<file path="src/chan_est_params.svh">
`ifndef CHAN_EST_PARAMS_SVH
`define CHAN_EST_PARAMS_SVH

// Lane and tap geometry.
`define CE_LANES      4
`define CE_EST_DEPTH  30
`define CE_ERR_DEPTH  32

// Datapath widths.
`define CE_EST_W      8
`define CE_ADAPT_W    16
`define CE_ERR_W      9

// Index and control widths.
`define CE_TAP_ADDR_W 5
`define CE_LANE_W     2
`define CE_GAIN_W     4
`define CE_INST_W     3

`endif

</file>
<file path="src/chan_est_pkg.sv">
`include "chan_est_params.svh"

package chan_est_pkg;

    typedef logic signed [`CE_ERR_W-1:0]             err_t;
    typedef logic signed [`CE_EST_W-1:0]             tap_t;
    typedef logic signed [`CE_EST_W:0]               load_val_t;
    typedef logic signed [`CE_EST_W+`CE_ADAPT_W-1:0] acc_t;   // Tap value with fraction bits.
    typedef logic [`CE_TAP_ADDR_W-1:0]               tap_addr_t;
    typedef logic [`CE_LANE_W-1:0]                   lane_t;
    typedef logic [`CE_LANES-1:0]                    lane_mask_t;
    typedef logic [`CE_GAIN_W-1:0]                   gain_t;

    // Code 100 selects a direct tap load.
    typedef enum logic [`CE_INST_W-1:0] {
        INST_HALT = 3'b000,
        INST_LOAD = 3'b100
    } inst_e;

    typedef enum logic [2:0] {
        RST,
        LOAD_AND_CALC,
        CALC_AND_STORE,
        EXEC,
        HALT
    } est_state_e;

    typedef struct packed {
        logic      exec_inst;
        inst_e     inst;
        load_val_t load_val;
        tap_addr_t load_addr;
    } lane_cmd_s;

    // Entry 0 holds the newest error.
    typedef struct packed {
        err_t [`CE_ERR_DEPTH-1:0] err;
        logic                     current_bit;
    } err_window_s;

endpackage

</file>
<file path="src/error_window.sv">
`include "chan_est_params.svh"

module error_window import chan_est_pkg::*; (
    input  logic                          clk,
    input  logic                          rst_n,
    input  logic                          err_strobe,
    input  err_t        [`CE_LANES-1:0]   err_in,
    input  lane_mask_t                    bit_in,
    input  lane_cmd_s                     host_cmd,
    input  lane_mask_t                    host_lane_mask,
    output err_window_s [`CE_LANES-1:0]   window,
    output lane_cmd_s   [`CE_LANES-1:0]   cmd
);

    err_window_s [`CE_LANES-1:0] next_window;
    lane_cmd_s   [`CE_LANES-1:0] next_cmd;

    // Each lane shifts its own window on the common strobe.
    always_comb begin
        for (int i = 0; i < `CE_LANES; i++) begin
            next_window[i] = window[i];
            if (err_strobe) begin
                next_window[i].err         = {window[i].err[`CE_ERR_DEPTH-2:0], err_in[i]};
                next_window[i].current_bit = bit_in[i];
            end
        end
    end

    // Unselected lanes see an all-zero command, which lets them keep adapting.
    always_comb begin
        for (int i = 0; i < `CE_LANES; i++) begin
            if (host_lane_mask[i]) begin
                next_cmd[i] = host_cmd;
            end else begin
                next_cmd[i] = '0;
            end
        end
    end

    always_ff @(posedge clk or negedge rst_n) begin
        if (!rst_n) begin
            window <= '0;
        end else begin
            window <= next_window;
        end
    end

    always_ff @(posedge clk or negedge rst_n) begin
        if (!rst_n) begin
            cmd <= '0;
        end else begin
            cmd <= next_cmd;
        end
    end

endmodule

</file>
<file path="config.mk">
export PLATFORM = sky130hd
export DESIGN_NAME = error_window
export DESIGN_NICKNAME = d
export VERILOG_FILES = /design/src/chan_est_pkg.sv /design/src/error_window.sv
export VERILOG_INCLUDE_DIRS = /design/src
export SDC_FILE = /design/constraint.sdc
export NUM_CORES = 1
export LEC_CHECK = 0
export ABC_CLOCK_PERIOD_IN_PS = 1500
export BUFFER_PORTS_ARGS = -buffer_cell sky130_fd_sc_hd__buf_4
export CORE_AREA = 2 2 508 510
export DETAILED_ROUTE_END_ITERATION = 7
export DIE_AREA = 0 0 510 512
export GPL_ROUTABILITY_DRIVEN = 1
export PLACE_DENSITY = 0.39
export SLEW_MARGIN = 20
export SYNTH_ARGS = -nofsm -noshare
export SYNTH_HDL_FRONTEND = slang
export SYNTH_SLANG_ARGS = --single-unit
</file>
<file path="constraint.sdc">
create_clock -name clk -period 1.5 [get_ports clk]
set_clock_uncertainty 0.1 [all_clocks]
set_input_delay 0.3 -clock clk [delete_from_list [all_inputs] [get_ports clk]]
set_output_delay 0.3 -clock clk [all_outputs]
set_load 0.02 [all_outputs]
</file>
==> impl_metrics.toml <==
[run_status]
outcome = "finished, violations left"
violations = "negative setup slack"

[global_routing]
grt_overflow_total = 0
grt_pass1_wl_um = 267000
track_usage = 0.141
grt_max_degree = 65
antenna_found_initial = 18
grt_pass1_vias = 35200

[setup_path]
crit_chain = "buf_6"
timing.critical_path.buf_inv = 1
worst_r2r_endpoint = "window[685]$_DFFE_PN0P_"
path_max_fanout = 3
cp.arrival_ps = 1510
worstSetupPathType = "reg2out"
crit_path_top_delay_cell = "dfrtp_2"
worstPathRequired_ps = 1100
rr_worst_depth = 4
reg2reg_from = "window[676]$_DFFE_PN0P_"
cp_top_family = "flip-flops"
critPathCaptureType = "primary output"
crit_path_start_kind = "flop"
rrSetupSlack_ps = 130
max_stage_delay_ps = 530

[flow_run]
drv_cap = 0

[clock_tree]
clock-root-buffer = "clkbuf_16"
clkSlewWorstSetupHoldPaths_ps = 60
h-tree-depth = 4
cts_tree = "built"
cts.sinks = 1228
ctsLongestPathBuffers = 3
insertion_delay_ps = 800
numCtsBuffers = 152

[pwr]
seq_power_share = 0.319
irDropWorstVdd_mv = 1.24
p_int_w = 0.114
comb_power_share = 0.473
p_leak_nw = 37.5
switching_share = 0.367
clock_power_share = 0.208
powerDensity_mw_per_mm2 = 2290
switchingPower_w = 0.0662

[worst_hold_path]
whs_path_depth = 3
min_path_type = "in2reg"
holdPathEnd = "cmd[64]$_DFF_PN0_"
min_from = "host_cmd[10]"

[finish]
finalInstanceArea_sq_mm = 0.0789
nFillCells = 26000
drive_above_1_share = 0.762
area_growth_syn_to_layout_pct = 73.7
final_cells = 8719
nets = 5274

[route]
antenna_left = 0
vias_per_cell = 3.69
drc = 0
via_count = 32200
drtIter0Drc = 1118
drt-total-wl_um = 189000
drt_pass1_iterations = 4
wl_per_cell_um = 21.7

[floorplanning]
die_h_um = 512
io_pins = 1293
rows = 186
start_util = 0.178
design.core.area_sq_mm = 0.256
dieWidth_um = 510
dieArea_sq_mm = 0.261

[logic_synthesis]
synth_edf_count = 0
syn-mean-instance-area_sq_um = 17.6
synth_nets = 2654
synth.most_common_cell = "dfrtp_1"
seq_area_frac_synth = 0.676
netlist.top_cell.by_area = "dfrtp_1"
async_flop_share = 1.00
yosys-top-cells-area = "dfrtp_1 (68%), mux2_2 (29%), buf_6 (2.3%)"
postSynthCellCount = 2589
synth-warning-count = 0
netlist_area_sq_mm = 0.0454
synth_top_area_frac = 0.676
synth_ff_type = "dfrtp_1"
ys_ff_latch = 1228
synth_cell_types = 6
ys_top_cells_by_count = "dfrtp_1 (1228), mux2_2 (1156), buf_6 (94)"

[sta]
final_hold_viol_count = 0
grt_setup_unrepaired = "true"
max_freq_mhz = 523
setup_viol = 1237
slew_headroom = 0.690
min_period_ps = 1910
finalMaxSlewViolations = 0
setup_slack_ps = -413
worst_pin_slew_ps = 465
post-route-period-util = 1.28

[placement]
gp_congestion = 0.769
io_buffers = 1292
hpwl_um = 135000
place_inst = 7321
dpl_worst_slack_ps = -193
placed_area_sq_mm = 0.0605
-- how the worst max path moves through the flow --
| stage | slack [ps] | depth (start not counted) | from | endpoint |
|---|---|---|---|---|
| floorplan | 90 | 5 | err_strobe | window[290]$_DFFE_PN0P_ |
| global placement | -190 | 5 | err_strobe | window[212]$_DFFE_PN0P_ |
| detailed placement | -190 | 5 | err_strobe | window[228]$_DFFE_PN0P_ |
| CTS | -530 | 1 | window[673]$_DFFE_PN0P_ | window[673] |
| global route | -530 | 1 | window[673]$_DFFE_PN0P_ | window[673] |
| finish | -410 | 1 | window[672]$_DFFE_PN0P_ | window[672] |
-- layout make-up --
cell class / instances / area [sq um] / area share
Antenna cell: 11 / 27.5 / 0.000349
Clock inverter: 37 / 498 / 0.00631
Sequential cell: 1228 / 30900 / 0.391
Clock buffer: 232 / 4590 / 0.0581
Timing Repair Buffer: 2599 / 25200 / 0.320
Multi-Input combinational cell: 1228 / 13500 / 0.171
Tap cell: 3384 / 4230 / 0.0536
-- flip-flops by register name, indices dropped and copies added, names as in the netlist --
signal and cells:
window 1156, cmd 72
-- logic make-up (layout without fill, tap and decap cells) --
| group | Yosys count | in the layout | share of synthesized area |
|---|---|---|---|
| buffers and inverters | 133 | 2868 | 0.0275 |
| muxes | 1156 | 1156 | 0.286 |
| and+or+nand+nor | 72 | 72 | 0.00991 |
| DFF | 1228 | 1228 | 0.676 |
| other | 0 | 11 | 0 |
-- power groups by stage --
stage | Clock (W) | Sequential [W] | Combinational, W
3_5_place_dp | 0 | 0.0590 | 0.0580
6_report | 0.0375 | 0.0575 | 0.0854
2_1_floorplan | 0 | 0.0685 | 0.0121
3_3_place_gp | 0 | 0.0588 | 0.0579
5_1_grt | 0.0402 | 0.0591 | 0.0902
4_1_cts | 0.0388 | 0.0577 | 0.0846
-- per-stage QoR --
step | setup TNS [ps] | util | hold slack, ps | power (W)
CTS | -392270 | 0.304 | 93.4 | 0.181
detailed placement | -104010 | 0.236 | 382 | 0.117
global placement | -102410 | 0.236 | 379 | 0.117
finish | -273220 | 0.309 | 190 | 0.180
floorplan | 0 | - | -95.6 | 0.0806
global route | -377880 | 0.309 | 136 | 0.190
-- routing by layer --
metal	up-vias	GRT usage	wire, um
li1	14400	-	-
met1	16400	0.168	75100
met2	1092	0.225	87100
met3	248	0.0635	20800
met4	4	0.0487	6240
met5	-	0.00148	69
-- timing repair --
| item | in CTS | in global routing |
|---|---|---|
| endpoints found under the setup margin | 1228 | 1228 |
| gates cloned | 0 | 0 |
| hold buffers | 66 | 0 |
| buffers inserted | 914 | 138 |
| endpoints found under the hold margin | 1368 | 0 |
| gates resized for setup | 1363 | 7 |
-- cell usage in the layout (no fill, tap or decap), drive strengths merged --
master,n
bufinv,6
buf,2533
dfrtp,1228
mux2,1156
clkinvlp,1
clkinv,24
diode,11
and2,72
inv,6
dlygate4sd3,66
clkbuf,232
(Power assumes the default switching activity.)
