==> src/chan_est_params.svh <==
`ifndef CHAN_EST_PARAMS_SVH
`define CHAN_EST_PARAMS_SVH

// Lane and tap geometry.
`define CE_LANES      4
`define CE_EST_DEPTH  30
`define CE_ERR_DEPTH  32

// Datapath widths.
`define CE_EST_W      8
`define CE_ADAPT_W    16
`define CE_ERR_W      9

// Index and control widths.
`define CE_TAP_ADDR_W 5
`define CE_LANE_W     2
`define CE_GAIN_W     4
`define CE_INST_W     3

`endif

==> src/chan_est_pkg.sv <==
`include "chan_est_params.svh"

package chan_est_pkg;

    typedef logic signed [`CE_ERR_W-1:0]             err_t;
    typedef logic signed [`CE_EST_W-1:0]             tap_t;
    typedef logic signed [`CE_EST_W:0]               load_val_t;
    typedef logic signed [`CE_EST_W+`CE_ADAPT_W-1:0] acc_t;   // Tap value with fraction bits.
    typedef logic [`CE_TAP_ADDR_W-1:0]               tap_addr_t;
    typedef logic [`CE_LANE_W-1:0]                   lane_t;
    typedef logic [`CE_LANES-1:0]                    lane_mask_t;
    typedef logic [`CE_GAIN_W-1:0]                   gain_t;

    // Code 100 selects a direct tap load.
    typedef enum logic [`CE_INST_W-1:0] {
        INST_HALT = 3'b000,
        INST_LOAD = 3'b100
    } inst_e;

    typedef enum logic [2:0] {
        RST,
        LOAD_AND_CALC,
        CALC_AND_STORE,
        EXEC,
        HALT
    } est_state_e;

    typedef struct packed {
        logic      exec_inst;
        inst_e     inst;
        load_val_t load_val;
        tap_addr_t load_addr;
    } lane_cmd_s;

    // Entry 0 holds the newest error.
    typedef struct packed {
        err_t [`CE_ERR_DEPTH-1:0] err;
        logic                     current_bit;
    } err_window_s;

endpackage

==> src/tap_readout.sv <==
`include "chan_est_params.svh"

module tap_readout import chan_est_pkg::*; (
    input  logic                                       clk,
    input  logic                                       rst_n,
    input  tap_t [`CE_LANES-1:0][`CE_EST_DEPTH-1:0]    taps,
    input  lane_t                                      rd_lane,
    input  tap_addr_t                                  rd_addr,
    output tap_t                                       rd_data,
    input  logic                                       peak_start,
    input  lane_t                                      peak_lane,
    output logic                                       peak_done,
    output tap_addr_t                                  peak_addr,
    output tap_t                                       peak_val
);

    // Magnitude needs one extra bit so that the most negative tap fits.
    function automatic logic [`CE_EST_W:0] tap_mag(input tap_t t);
        logic [`CE_EST_W:0] wide;
        wide = {t[`CE_EST_W-1], t};
        return t[`CE_EST_W-1] ? -wide : wide;
    endfunction

    logic               scan_busy;
    lane_t              scan_lane;
    tap_addr_t          scan_idx;
    tap_addr_t          best_addr;
    tap_t               best_val;
    logic [`CE_EST_W:0] best_mag;
    tap_t               cur_val;
    logic [`CE_EST_W:0] cur_mag;
    logic               take;
    logic               last;

    assign cur_val = taps[scan_lane][scan_idx];
    assign cur_mag = tap_mag(cur_val);
    assign take    = (scan_idx == '0) || (cur_mag > best_mag);   // Ties keep the lower index.
    assign last    = (scan_idx == `CE_EST_DEPTH - 1);

    always_ff @(posedge clk or negedge rst_n) begin
        if (!rst_n) begin
            rd_data   <= '0;
            scan_busy <= 1'b0;
            scan_lane <= '0;
            scan_idx  <= '0;
            peak_done <= 1'b0;
            peak_addr <= '0;
            peak_val  <= '0;
        end else begin
            rd_data   <= (rd_addr < `CE_EST_DEPTH) ? taps[rd_lane][rd_addr] : '0;
            peak_done <= 1'b0;
            if (!scan_busy) begin
                if (peak_start) begin
                    scan_busy <= 1'b1;
                    scan_lane <= peak_lane;
                    scan_idx  <= '0;
                end
            end else if (last) begin
                scan_busy <= 1'b0;
                scan_idx  <= '0;
                peak_done <= 1'b1;
                peak_addr <= take ? scan_idx : best_addr;
                peak_val  <= take ? cur_val : best_val;
            end else begin
                scan_idx <= scan_idx + 1'b1;
            end
        end
    end

    always_ff @(posedge clk) begin
        if (scan_busy && take) begin
            best_addr <= scan_idx;
            best_val  <= cur_val;
            best_mag  <= cur_mag;
        end
    end

endmodule
==> config.mk <==
export PLATFORM = sky130hd
export DESIGN_NAME = tap_readout
export DESIGN_NICKNAME = d
export VERILOG_FILES = /design/src/chan_est_pkg.sv /design/src/tap_readout.sv
export VERILOG_INCLUDE_DIRS = /design/src
export SDC_FILE = /design/constraint.sdc
export NUM_CORES = 1
export LEC_CHECK = 0
export BUFFER_PORTS_ARGS = -buffer_cell sky130_fd_sc_hd__buf_2
export CAP_MARGIN = 0
export CELL_PAD_IN_SITES_DETAIL_PLACEMENT = 0
export CELL_PAD_IN_SITES_GLOBAL_PLACEMENT = 1
export CORE_AREA = 2 2 385 387
export CTS_CLUSTER_DIAMETER = 80
export DETAILED_ROUTE_END_ITERATION = 6
export DIE_AREA = 0 0 387 389
export PLACE_DENSITY = 0.5
export SETUP_SLACK_MARGIN = 0.02
export SYNTH_ARGS = -nofsm -noshare
export SYNTH_HDL_FRONTEND = slang
export SYNTH_SLANG_ARGS = --single-unit
==> constraint.sdc <==
create_clock -name clk -period 5.8 [get_ports clk]
set_clock_uncertainty 0.05 [all_clocks]
set_input_delay 1.16 -clock clk [delete_from_list [all_inputs] [get_ports clk]]
set_output_delay 1.16 -clock clk [all_outputs]
set_load 0.005 [all_outputs]
==> flow_metrics.env <==
export IMPL_required_ns=5.80
export IMPL_start_util_pct=12.3
export IMPL_hold_violations=0
export IMPL_synth_edff_count=21
export IMPL_path_max_fanout=19
export IMPL_syn_to_final_growth_pct=46.9
export IMPL_yosys_area_top_type="mux4_2"
export IMPL_pwr_density_cell_nw_per_um2=401
export IMPL_vias_per_cell=4.70
export IMPL_cts_buffers=5
export IMPL_dp_final_hpwl_um=144000
export IMPL_avgSynthCellArea_um2=13.6
export IMPL_ys_seq_area_share_pct=7.65
export IMPL_reg2reg_to="best_mag[3]"
export IMPL_row_count=141
export IMPL_setup_tns_ns=0
export IMPL_antenna_found_initial=161
export IMPL_synth_cell_type_count=73
export IMPL_worst_pin_slew_ns=0.992
export IMPL_cts_tree="yes"
export IMPL_peakVddDrop_uv=217
export IMPL_min_delay_start="peak_val[0]"
export IMPL_yosysWarnings=0
export IMPL_status="finished clean"
export IMPL_cts_buffer_depth=2
export IMPL_endpoint_kind="flip-flop"
export IMPL_synth_async_reset_ratio_pct=58.8
export IMPL_synth_flop_cell="dfrtp_1"
export IMPL_drv_slew=0
export IMPL_insertion_delay_ns=0.31
export IMPL_setup_violations=0
export IMPL_r2r_cells=22
export IMPL_hold_class="reg2reg"
export IMPL_leakage_uw=0.0105
export IMPL_syn_cell_area_um2=18100
export IMPL_drt_total_wl_um=163000
export IMPL_clkTransAtPathRegs_ns=0.09
export IMPL_die_w_um=387
export IMPL_core_um2=147000
export IMPL_ys_ff_latch=51
export IMPL_drive_above_1_share_pct=75.5
export IMPL_htree_levels=2
export IMPL_min_period_ns=5.36
export IMPL_drc=0
export IMPL_critPathArrivalTime_ns=5.35
export IMPL_cts_hold_buf=0
export IMPL_synth_area_leaders="mux4_2 65%, mux2i_1 5.5%, dfrtp_1 4.2%"
export IMPL_whs_endpoint="peak_val[0]"
export IMPL_post_synth_top_area_fraction_pct=65.1
export IMPL_port_buffers=993
export IMPL_clock_sinks=51
export IMPL_post_route_period_util_pct=92.3
export IMPL_first_global_vias=20611
export IMPL_max_cap_violations=0
export IMPL_crit_type="reg2reg"
export IMPL_ioPinCount=994
export IMPL_fin_nets=3320
export IMPL_slew_headroom_pct=33.9
export IMPL_dr_total_vias=20270
export IMPL_grt_max_degree=50
export IMPL_whs_ns=0.429
export IMPL_rsz0062_at_grt="no"
export IMPL_grt_pass1_wl_um=208000
export IMPL_synth_cells=1323
export IMPL_cp_start_kind="flip-flop"
export IMPL_ant_nets=0
export IMPL_first_pass_iters=5
export IMPL_gp_congestion=0.905
export IMPL_die_h_um=389
export IMPL_min_path_cells=2
export IMPL_clock_root_buffer="clkbuf_16"
export IMPL_post_drt_wl_per_cell_um=37.8
export IMPL_dieArea_um2=151000
export IMPL_max_freq_ghz=0.187
export IMPL_r2r_slack_ns=0.44
export IMPL_grt_usage_pct=20.8
export IMPL_reg2reg_from="scan_lane[0]"
export IMPL_grt_overflow_total=0
export IMPL_drt_iter0_drc=1622
## kinds of logic after synthesis
kind of cell	Yosys count	synth area share, %
flip-flops	51	7.65
other	1	0.0208
multiplexers	642	71.9
XOR/XNOR	5	0.243
adder cells (fa/ha/maj)	13	0.901
AND/OR/NAND/NOR	187	4.92
buffers and inverters	203	5.95
AO/OA/AOI/OAI	221	8.39
## registers in the layout, summed over array words and instances (netlist names)
register / cells
best_addr: 5
best_mag: 8
best_val: 8
peak_addr: 5
peak_done: 1
peak_val: 8
rd_data: 8
scan_busy: 1
scan_idx: 5
scan_lane: 2
## worst max path at each step
stage                       from  cells past startpoint      endpoint  slack [ns]
floorplan              taps[769]                     19  best_addr[0]        0.05
global placement    scan_lane[0]                     21   best_val[3]       -0.22
detailed placement  scan_lane[0]                     21   best_val[1]       -0.11
CTS                 scan_lane[1]                     18   best_mag[3]        0.12
global route        scan_lane[0]                     22   best_mag[3]        0.05
finish              scan_lane[0]                     22   best_mag[3]        0.44
## where the power goes
| group | total, uW | switching [uW] | leakage, uW | internal [uW] |
|---|---|---|---|---|
| clock network | 368 | 162 | 0.0000818 | 207 |
| logic | 9400 | 5290 | 0.00987 | 4110 |
| registers | 857 | 195 | 0.000537 | 662 |
## critical path: stages (launching register included)
cell	delay [ns]
dfrtp_4	0.53
buf_12	0.16
buf_12	0.20
buf_4	0.20
buf_4	0.21
mux4_2	0.52
mux2i_1	0.23
o22ai_1	0.25
a211oi_2	0.37
o32a_2	0.26
ha_1	0.24
nor2_1	0.10
a21oi_1	0.07
ha_1	0.30
nor2b_1	0.14
o21a_1	0.16
o21a_1	0.16
o21ai_0	0.15
a21boi_1	0.11
o211a_1	0.23
nor2_1	0.14
nor2b_1	0.08
buf_4	0.20
## cell type report
class | instances | area (um2)
multi-input combinational | 1070 | 15700
antenna | 47 | 118
tap | 1930 | 2410
fill | 16339 | 120000
inverter | 28 | 110
clock buffer | 6 | 129
timing repair buffer | 1179 | 6660
sequential | 51 | 1400
clock inverter | 2 | 38.8
## cell usage in the layout, fill, tap and decap left out, types with 7 or more instances in the layout
cell type	n
buf_4	167
mux2_2	20
edfxtp_1	21
nand2_1	71
a21oi_1	41
mux2i_1	98
ha_1	13
dfrtp_1	24
buf_12	21
diode_2	47
o22ai_1	11
mux4_2	522
nand3_1	20
nand4_1	7
a211oi_1	8
o21ai_0	42
nor2_1	38
buf_2	988
o31ai_1	7
nor2b_1	8
o211ai_1	7
inv_1	19
nor3_1	9
a22oi_1	32
a31oi_1	15
## synthesized netlist by cell type (all sizes together) (2+ instances only)
master / number
a31oi: 15
nor3: 9
a32o: 2
a32oi: 4
edfxtp: 21
o21a: 2
xnor2: 3
a2111oi: 2
nor4: 2
xor2: 2
o2111a: 2
and3: 6
a221o: 2
nand3: 21
nand2b: 5
buf: 116
a211oi: 9
nand2: 71
o21ai: 48
o221ai: 2
o32a: 3
o31ai: 8
o32ai: 3
nor2: 40
a21oi: 42
mux2: 20
nor3b: 3
a21o: 6
a221oi: 6
clkinv: 3
nor2b: 13
dfrtp: 30
o311ai: 2
o22ai: 11
and2: 5
a41oi: 3
nand4: 7
and3b: 2
o211ai: 8
inv: 25
mux4: 522
clkbuf: 59
mux2i: 100
a22oi: 33
ha: 13
## metal layers
layer  routed length (um)  part of all wire [%]  GRT usage, %
met1                67500                    41          27.1
met2                78600                    48          35.5
met3                12600                   7.7          4.80
met4                 3820                   2.3          3.58
met5                  383                  0.24             0
## stage by stage
step                instance area (um2)  total power, uW  utilization [%]  cells  setup slack (ns)
floorplan                         18100             5950                -   1324            0.0468
global placement                  26200            10500             17.8   4254            -0.216
detailed placement                26200            10400             17.8   4254            -0.113
CTS                               26400            10900             18.0   4266             0.116
global route                      26500            11300             18.0   4285            0.0491
finish                            26500            10600             18.1   4313             0.444
## timing repair
item / in CTS / in global routing
setup endpoints to repair: 30 / 24
gates resized for setup: 1 / 6
pin swaps: 0 / 1
setup buffers: 4 / 0
(Power assumes the default switching activity.)
