<file path="src/chan_est_params.svh">
`ifndef CHAN_EST_PARAMS_SVH
`define CHAN_EST_PARAMS_SVH

// Lane and tap geometry.
`define CE_LANES      4
`define CE_EST_DEPTH  30
`define CE_ERR_DEPTH  32

// Datapath widths.
`define CE_EST_W      8
`define CE_ADAPT_W    16
`define CE_ERR_W      9

// Index and control widths.
`define CE_TAP_ADDR_W 5
`define CE_LANE_W     2
`define CE_GAIN_W     4
`define CE_INST_W     3

`endif

</file>
<file path="src/chan_est_pkg.sv">
`include "chan_est_params.svh"

package chan_est_pkg;

    typedef logic signed [`CE_ERR_W-1:0]             err_t;
    typedef logic signed [`CE_EST_W-1:0]             tap_t;
    typedef logic signed [`CE_EST_W:0]               load_val_t;
    typedef logic signed [`CE_EST_W+`CE_ADAPT_W-1:0] acc_t;   // Tap value with fraction bits.
    typedef logic [`CE_TAP_ADDR_W-1:0]               tap_addr_t;
    typedef logic [`CE_LANE_W-1:0]                   lane_t;
    typedef logic [`CE_LANES-1:0]                    lane_mask_t;
    typedef logic [`CE_GAIN_W-1:0]                   gain_t;

    // Code 100 selects a direct tap load.
    typedef enum logic [`CE_INST_W-1:0] {
        INST_HALT = 3'b000,
        INST_LOAD = 3'b100
    } inst_e;

    typedef enum logic [2:0] {
        RST,
        LOAD_AND_CALC,
        CALC_AND_STORE,
        EXEC,
        HALT
    } est_state_e;

    typedef struct packed {
        logic      exec_inst;
        inst_e     inst;
        load_val_t load_val;
        tap_addr_t load_addr;
    } lane_cmd_s;

    // Entry 0 holds the newest error.
    typedef struct packed {
        err_t [`CE_ERR_DEPTH-1:0] err;
        logic                     current_bit;
    } err_window_s;

endpackage

</file>
<file path="src/channel_estimator.sv">
`include "chan_est_params.svh"

module channel_estimator import chan_est_pkg::*; (
    input  logic                            clk,
    input  logic                            rst_n,
    input  err_window_s                     window,
    input  lane_cmd_s                       cmd,
    input  gain_t                           gain,
    output tap_t [`CE_EST_DEPTH-1:0]        est_chan
);

    acc_t       acc [`CE_EST_DEPTH];
    acc_t       tap_sum;
    acc_t       next_tap_sum;
    acc_t       err_ext;
    acc_t       step;
    acc_t       adjust;
    acc_t       load_acc;
    err_t       tap_err;
    load_val_t  load_val;
    tap_addr_t  tap_pos;
    tap_addr_t  next_tap_pos;
    est_state_e state;
    est_state_e next_state;
    logic       store;
    logic       load;

    // The sign-data update uses the error at this tap, negated when the decided bit is one.
    assign tap_err = window.err[tap_pos];
    assign err_ext = tap_err;                      // Sign extends into the accumulator width.
    assign step    = err_ext <<< gain;
    assign adjust  = window.current_bit ? -step : step;

    assign load_val = cmd.load_val;
    assign load_acc = acc_t'(load_val) <<< `CE_ADAPT_W;

    // The write lands on the edge that enters EXEC, so a load costs one cycle here.
    assign load = (next_state == EXEC) && (cmd.inst == INST_LOAD) &&
                  (cmd.load_addr < `CE_EST_DEPTH);

    always_comb begin
        for (int i = 0; i < `CE_EST_DEPTH; i++) begin
            est_chan[i] = tap_t'(acc[i] >>> `CE_ADAPT_W);
        end
    end

    always_comb begin
        next_state   = state;
        next_tap_pos = tap_pos;
        next_tap_sum = tap_sum;
        store        = 1'b0;
        case (state)
            RST: begin
                next_tap_pos = '0;
                next_state   = cmd.exec_inst ? EXEC : LOAD_AND_CALC;
            end
            LOAD_AND_CALC: begin
                next_tap_sum = acc[tap_pos] + adjust;   // First half of the double step.
                next_state   = cmd.exec_inst ? EXEC : CALC_AND_STORE;
            end
            CALC_AND_STORE: begin
                next_tap_sum = tap_sum + adjust;
                store        = 1'b1;
                if (tap_pos == `CE_EST_DEPTH - 1) begin
                    next_tap_pos = '0;
                end else begin
                    next_tap_pos = tap_pos + 1'b1;
                end
                next_state = cmd.exec_inst ? EXEC : LOAD_AND_CALC;
            end
            EXEC: begin
                next_tap_pos = '0;
                next_tap_sum = '0;
                next_state   = HALT;
            end
            HALT: begin
                next_tap_pos = '0;
                next_tap_sum = '0;
                next_state   = cmd.exec_inst ? HALT : LOAD_AND_CALC;   // Restart at tap 0.
            end
            default: begin
                next_tap_pos = '0;
                next_tap_sum = '0;
                next_state   = RST;
            end
        endcase
    end

    always_ff @(posedge clk or negedge rst_n) begin
        if (!rst_n) begin
            state   <= RST;
            tap_pos <= '0;
            tap_sum <= '0;
        end else begin
            state   <= next_state;
            tap_pos <= next_tap_pos;
            tap_sum <= next_tap_sum;
        end
    end

    // A load to the tap being stored wins over the adaptation result.
    always_ff @(posedge clk or negedge rst_n) begin
        if (!rst_n) begin
            for (int i = 0; i < `CE_EST_DEPTH; i++) begin
                acc[i] <= '0;
            end
        end else begin
            if (store) begin
                acc[tap_pos] <= next_tap_sum;
            end
            if (load) begin
                acc[cmd.load_addr] <= load_acc;
            end
        end
    end

endmodule

</file>
<file path="config.mk">
export PLATFORM = sky130hd
export DESIGN_NAME = channel_estimator
export DESIGN_NICKNAME = d
export VERILOG_FILES = /design/src/chan_est_pkg.sv /design/src/channel_estimator.sv
export VERILOG_INCLUDE_DIRS = /design/src
export SDC_FILE = /design/constraint.sdc
export NUM_CORES = 2
export LEC_CHECK = 0
export ABC_AREA = 1
export BUFFER_PORTS_ARGS = -buffer_cell sky130_fd_sc_hd__buf_2
export CAP_MARGIN = 15
export CORE_UTILIZATION = 30
export DETAILED_ROUTE_END_ITERATION = 7
export GPL_ROUTABILITY_DRIVEN = 1
export PLACE_DENSITY = 0.45
export SYNTH_ARGS = -nofsm -noshare
export SYNTH_HDL_FRONTEND = slang
export SYNTH_SLANG_ARGS = --single-unit
</file>
<file path="constraint.sdc">
create_clock -name clk -period 6.65 [get_ports clk]
set_input_delay 0.3325 -clock clk [delete_from_list [all_inputs] [get_ports clk]]
set_output_delay 0.3325 -clock clk [all_outputs]
set_load 0.05 [all_outputs]
</file>
==> results.cfg <==
[power]
p_per_area_nw_per_um2 = 404.9
leakage_nw = 27.49
power.internal_mw = 11.34
p_sw_share_pct = 47.72
combPwrFrac_pct = 51.7
p_sw_mw = 10.36
pwr-share-clk_pct = 23.6
power_frac_seq_pct = 24.7
peakVddDrop_mv = 0.3927

[floorplan]
start_util_pct = 30.30
die_h_um = 396.9
num_rows = 144
fp.dieW_um = 396.9
dieArea_um2 = 157500
io_pins = 553
core_um2 = 154400

[clock_tree]
worst_skew_pair.late_latency_ns = 0.68
cts.sinks = 752
tritoncts = done
post_cts_buffers = 0
numCtsBuffers = 92
cts-htree-levels = 3
clkTransAtPathRegs_ns = 0.06
cts_buffer_depth = 3
root_buffer = clkbuf_16

[routing]
top_layer = met4
wl_per_cell_um = 23.28
vias = 45860
route.layer.met1.wl_um = 94080
drtAntennaViolNets = 0
drc = 110
firstDrtPassIters = 8
dr_wl_met2_um = 94520
drt-total-wl_um = 207600
vias_per_cell = 5.142
wl_met3_um = 12530
initialDrtViolationCount = 4683

[outcome]
violations = DRC
status = finished, violations left

[sta]
finClkSkew_ns = 0.02443
worst_slew_pin_slew_ns = 1.232
period_share_pct = 93.99
rsz0062_at_grt = false
setup_viol = 0
finalHoldViolCount = 0
slew_viol_final = 0
fin_hold_ws_ns = 0.2135
relSlewSlack_pct = 17.58
fmax_mhz = 160.0
fin_tns_setup_ns = 0
min_period_ns = 6.250

[finish]
stdcell_area_um2 = 53590
final_cells = 8919
multiInputGateArea_um2 = 20600
nFillCells = 16770
areaGrowthSynthToFinish_pct = 14.54
drive_above_1_share_pct = 14.75
seqCellArea_um2 = 18830
nets = 7145

[yosys]
netlist_area_um2 = 46790
yosys.area.top_type = dfrtp_1
synth.top_cell.area_share_pct = 40.22
synth_top_flop_cell = dfrtp_1
synth_area_leaders = dfrtp_1 40%, o21ai_0 10%, a21oi_1 8.8%
syn-num-nets = 7007
async_reset_ff_share_pct = 100.0
netlist_top_cells_count = 1,080 x nand2_1, 949 x inv_1, 941 x o21ai_0
yosysSeqAreaShare_pct = 40.22
synthCells = 6663
syn_area_per_cell_um2 = 7.022
yosysWarnings = 0
ys_ff_latch = 752
ys_types = 57
synth_most_common_cell = nand2_1
synth_edf_count = 0

[critical_path]
cp_data_required_time_ns = 7.19
crit_path_start_kind = flip-flop
worst_setup_path_end_kind = flip-flop
worstPathMaxFanout = 32
critPathKind = flip-flop to flip-flop
worstPathArrival_ns = 6.79

[grt]
grt_start_max_net_pins = 148
grt_pass1_vias = 43410
track_usage_pct = 25.61
antenna_found_initial = 7
gr-total-overflow = 0
grt_pass1_wl_um = 302100

[placed_design]
dpl_cell_area_um2 = 50500
io_buffers = 551
place.gp.congestion = 0.9309
dpl.cell_count = 8747
hpwl_um = 142800

[min_path]
min_path_type = input pin to asynchronous set/reset pin

[run]
cap_violations = 0
sequential cells by signal (all words and copies together) (netlist names):
name / flops
acc: 480
tap_pos: 5
tap_sum: 24
state: 3
est_chan: 240
cells by family (layout without fill, tap and decap cells):
| kind of cell | after synthesis | count (layout) | share of synthesized area, % |
|---|---|---|---|
| AOI/OAI and AO/OA | 2167 | 2167 | 25.30 |
| and+or+nand+nor | 1975 | 1975 | 16.99 |
| buffers and inverters | 1711 | 1916 | 16.13 |
| DFF | 752 | 752 | 40.22 |
| adders and majority gates | 31 | 31 | 0.8451 |
| xor gates and xnor gates | 27 | 27 | 0.5054 |
| other | 0 | 7 | 0 |
final timing paths:
kind | from | end | slack, ns | cells after the start
min reg2reg | state[2] | state[2] | 0.50 | 1
max in group asynchronous | rst_n | acc[513] | 4.68 | 4
min | rst_n | est_chan[85] | 0.21 | 2
min in group clk | cmd[5] | est_chan[16] | 0.26 | 4
max reg2reg | tap_pos[1] | est_chan[110] | 0.40 | 22
max | tap_pos[1] | est_chan[110] | 0.40 | 22
cells in the final DEF (no fill, tap or decap), types with 19 or more instances in the layout:
cell type  netlist  layout
nand2_1       1080    1080
inv_1          949     942
o21ai_0        941     938
a21oi_1        819     819
dfrtp_1        752     750
buf_2           54     550
nor2_1         577     546
nand3_1        221     221
buf_4          255     187
clkbuf_16        0      97
o211ai_1        91      91
o21bai_1        63      63
a22oi_1         58      58
o22ai_1         57      57
or2_2           36      36
o21ai_1         32      34
a221oi_1        32      32
buf_12           0      32
ha_1            30      30
nor2_2           6      28
clkinv_1        24      28
clkbuf_1       375      28
clkbuf_8         0      23
nor3_1          21      19
cell type report:
cell class	count	share of cell area, %
flip-flops and latches	752	35.13
repair buffers	775	9.141
inverters	980	6.902
well taps	2044	4.772
diodes	7	0.03269
multi-input cells	4200	38.44
clock inverters	13	0.2685
clock buffers	148	5.316
worst max-delay path: stages (launching register included):
cell and delay [ns]:
dfrtp_4 0.61, buf_4 0.45, buf_4 0.42, buf_4 0.48, a21oi_1 0.08, o21ai_0 0.15, a21oi_1 0.15, or3b_2 0.53
a221oi_1 0.31, a41oi_1 0.40, ha_1 0.47, nand2_1 0.06, nor3_1 0.28, nor3b_1 0.30, nand3_1 0.18, nand3_1 0.12
nand2_1 0.05, nand3_1 0.24, nand2_1 0.16, buf_4 0.19, buf_12 0.15, o21ai_0 0.15, o21ai_0 0.11
through the flow:
step,worst slack [ns],power (mW),util [%]
floorplan,1.403,11.88,-
global placement,0.5065,16.50,32.71
detailed placement,0.4977,16.53,32.71
CTS,0.4752,21.69,34.66
global route,0.04803,22.76,34.70
finish,0.3999,21.70,34.71
power by group through the flow:
| stage | combinational, mW | clock, mW | sequential [mW] |
|---|---|---|---|
| after floorplan | 6.59 | 0 | 5.29 |
| after global placement | 11.1 | 0 | 5.43 |
| after detailed placement | 11.1 | 0 | 5.44 |
| after CTS | 11.1 | 5.20 | 5.36 |
| after global routing | 12.0 | 5.35 | 5.40 |
| final | 11.2 | 5.12 | 5.37 |
repair_timing:
action | CTS | global route
resized for setup | 0 | 3
setup endpoints to repair | 0 | 30
endpoints found under the hold margin | 70 | 0
hold buffers | 2 | 0
routing by layer:
| layer | vias up | GRT usage [%] |
|---|---|---|
| met1 | 22300 | 36.15 |
| met5 | - | 0 |
| met2 | 1653 | 41.06 |
| met3 | 235 | 2.505 |
| li1 | 21670 | - |
| met4 | 0 | 7.922 |
No activity file was read; power rests on OpenSTA's default activity.
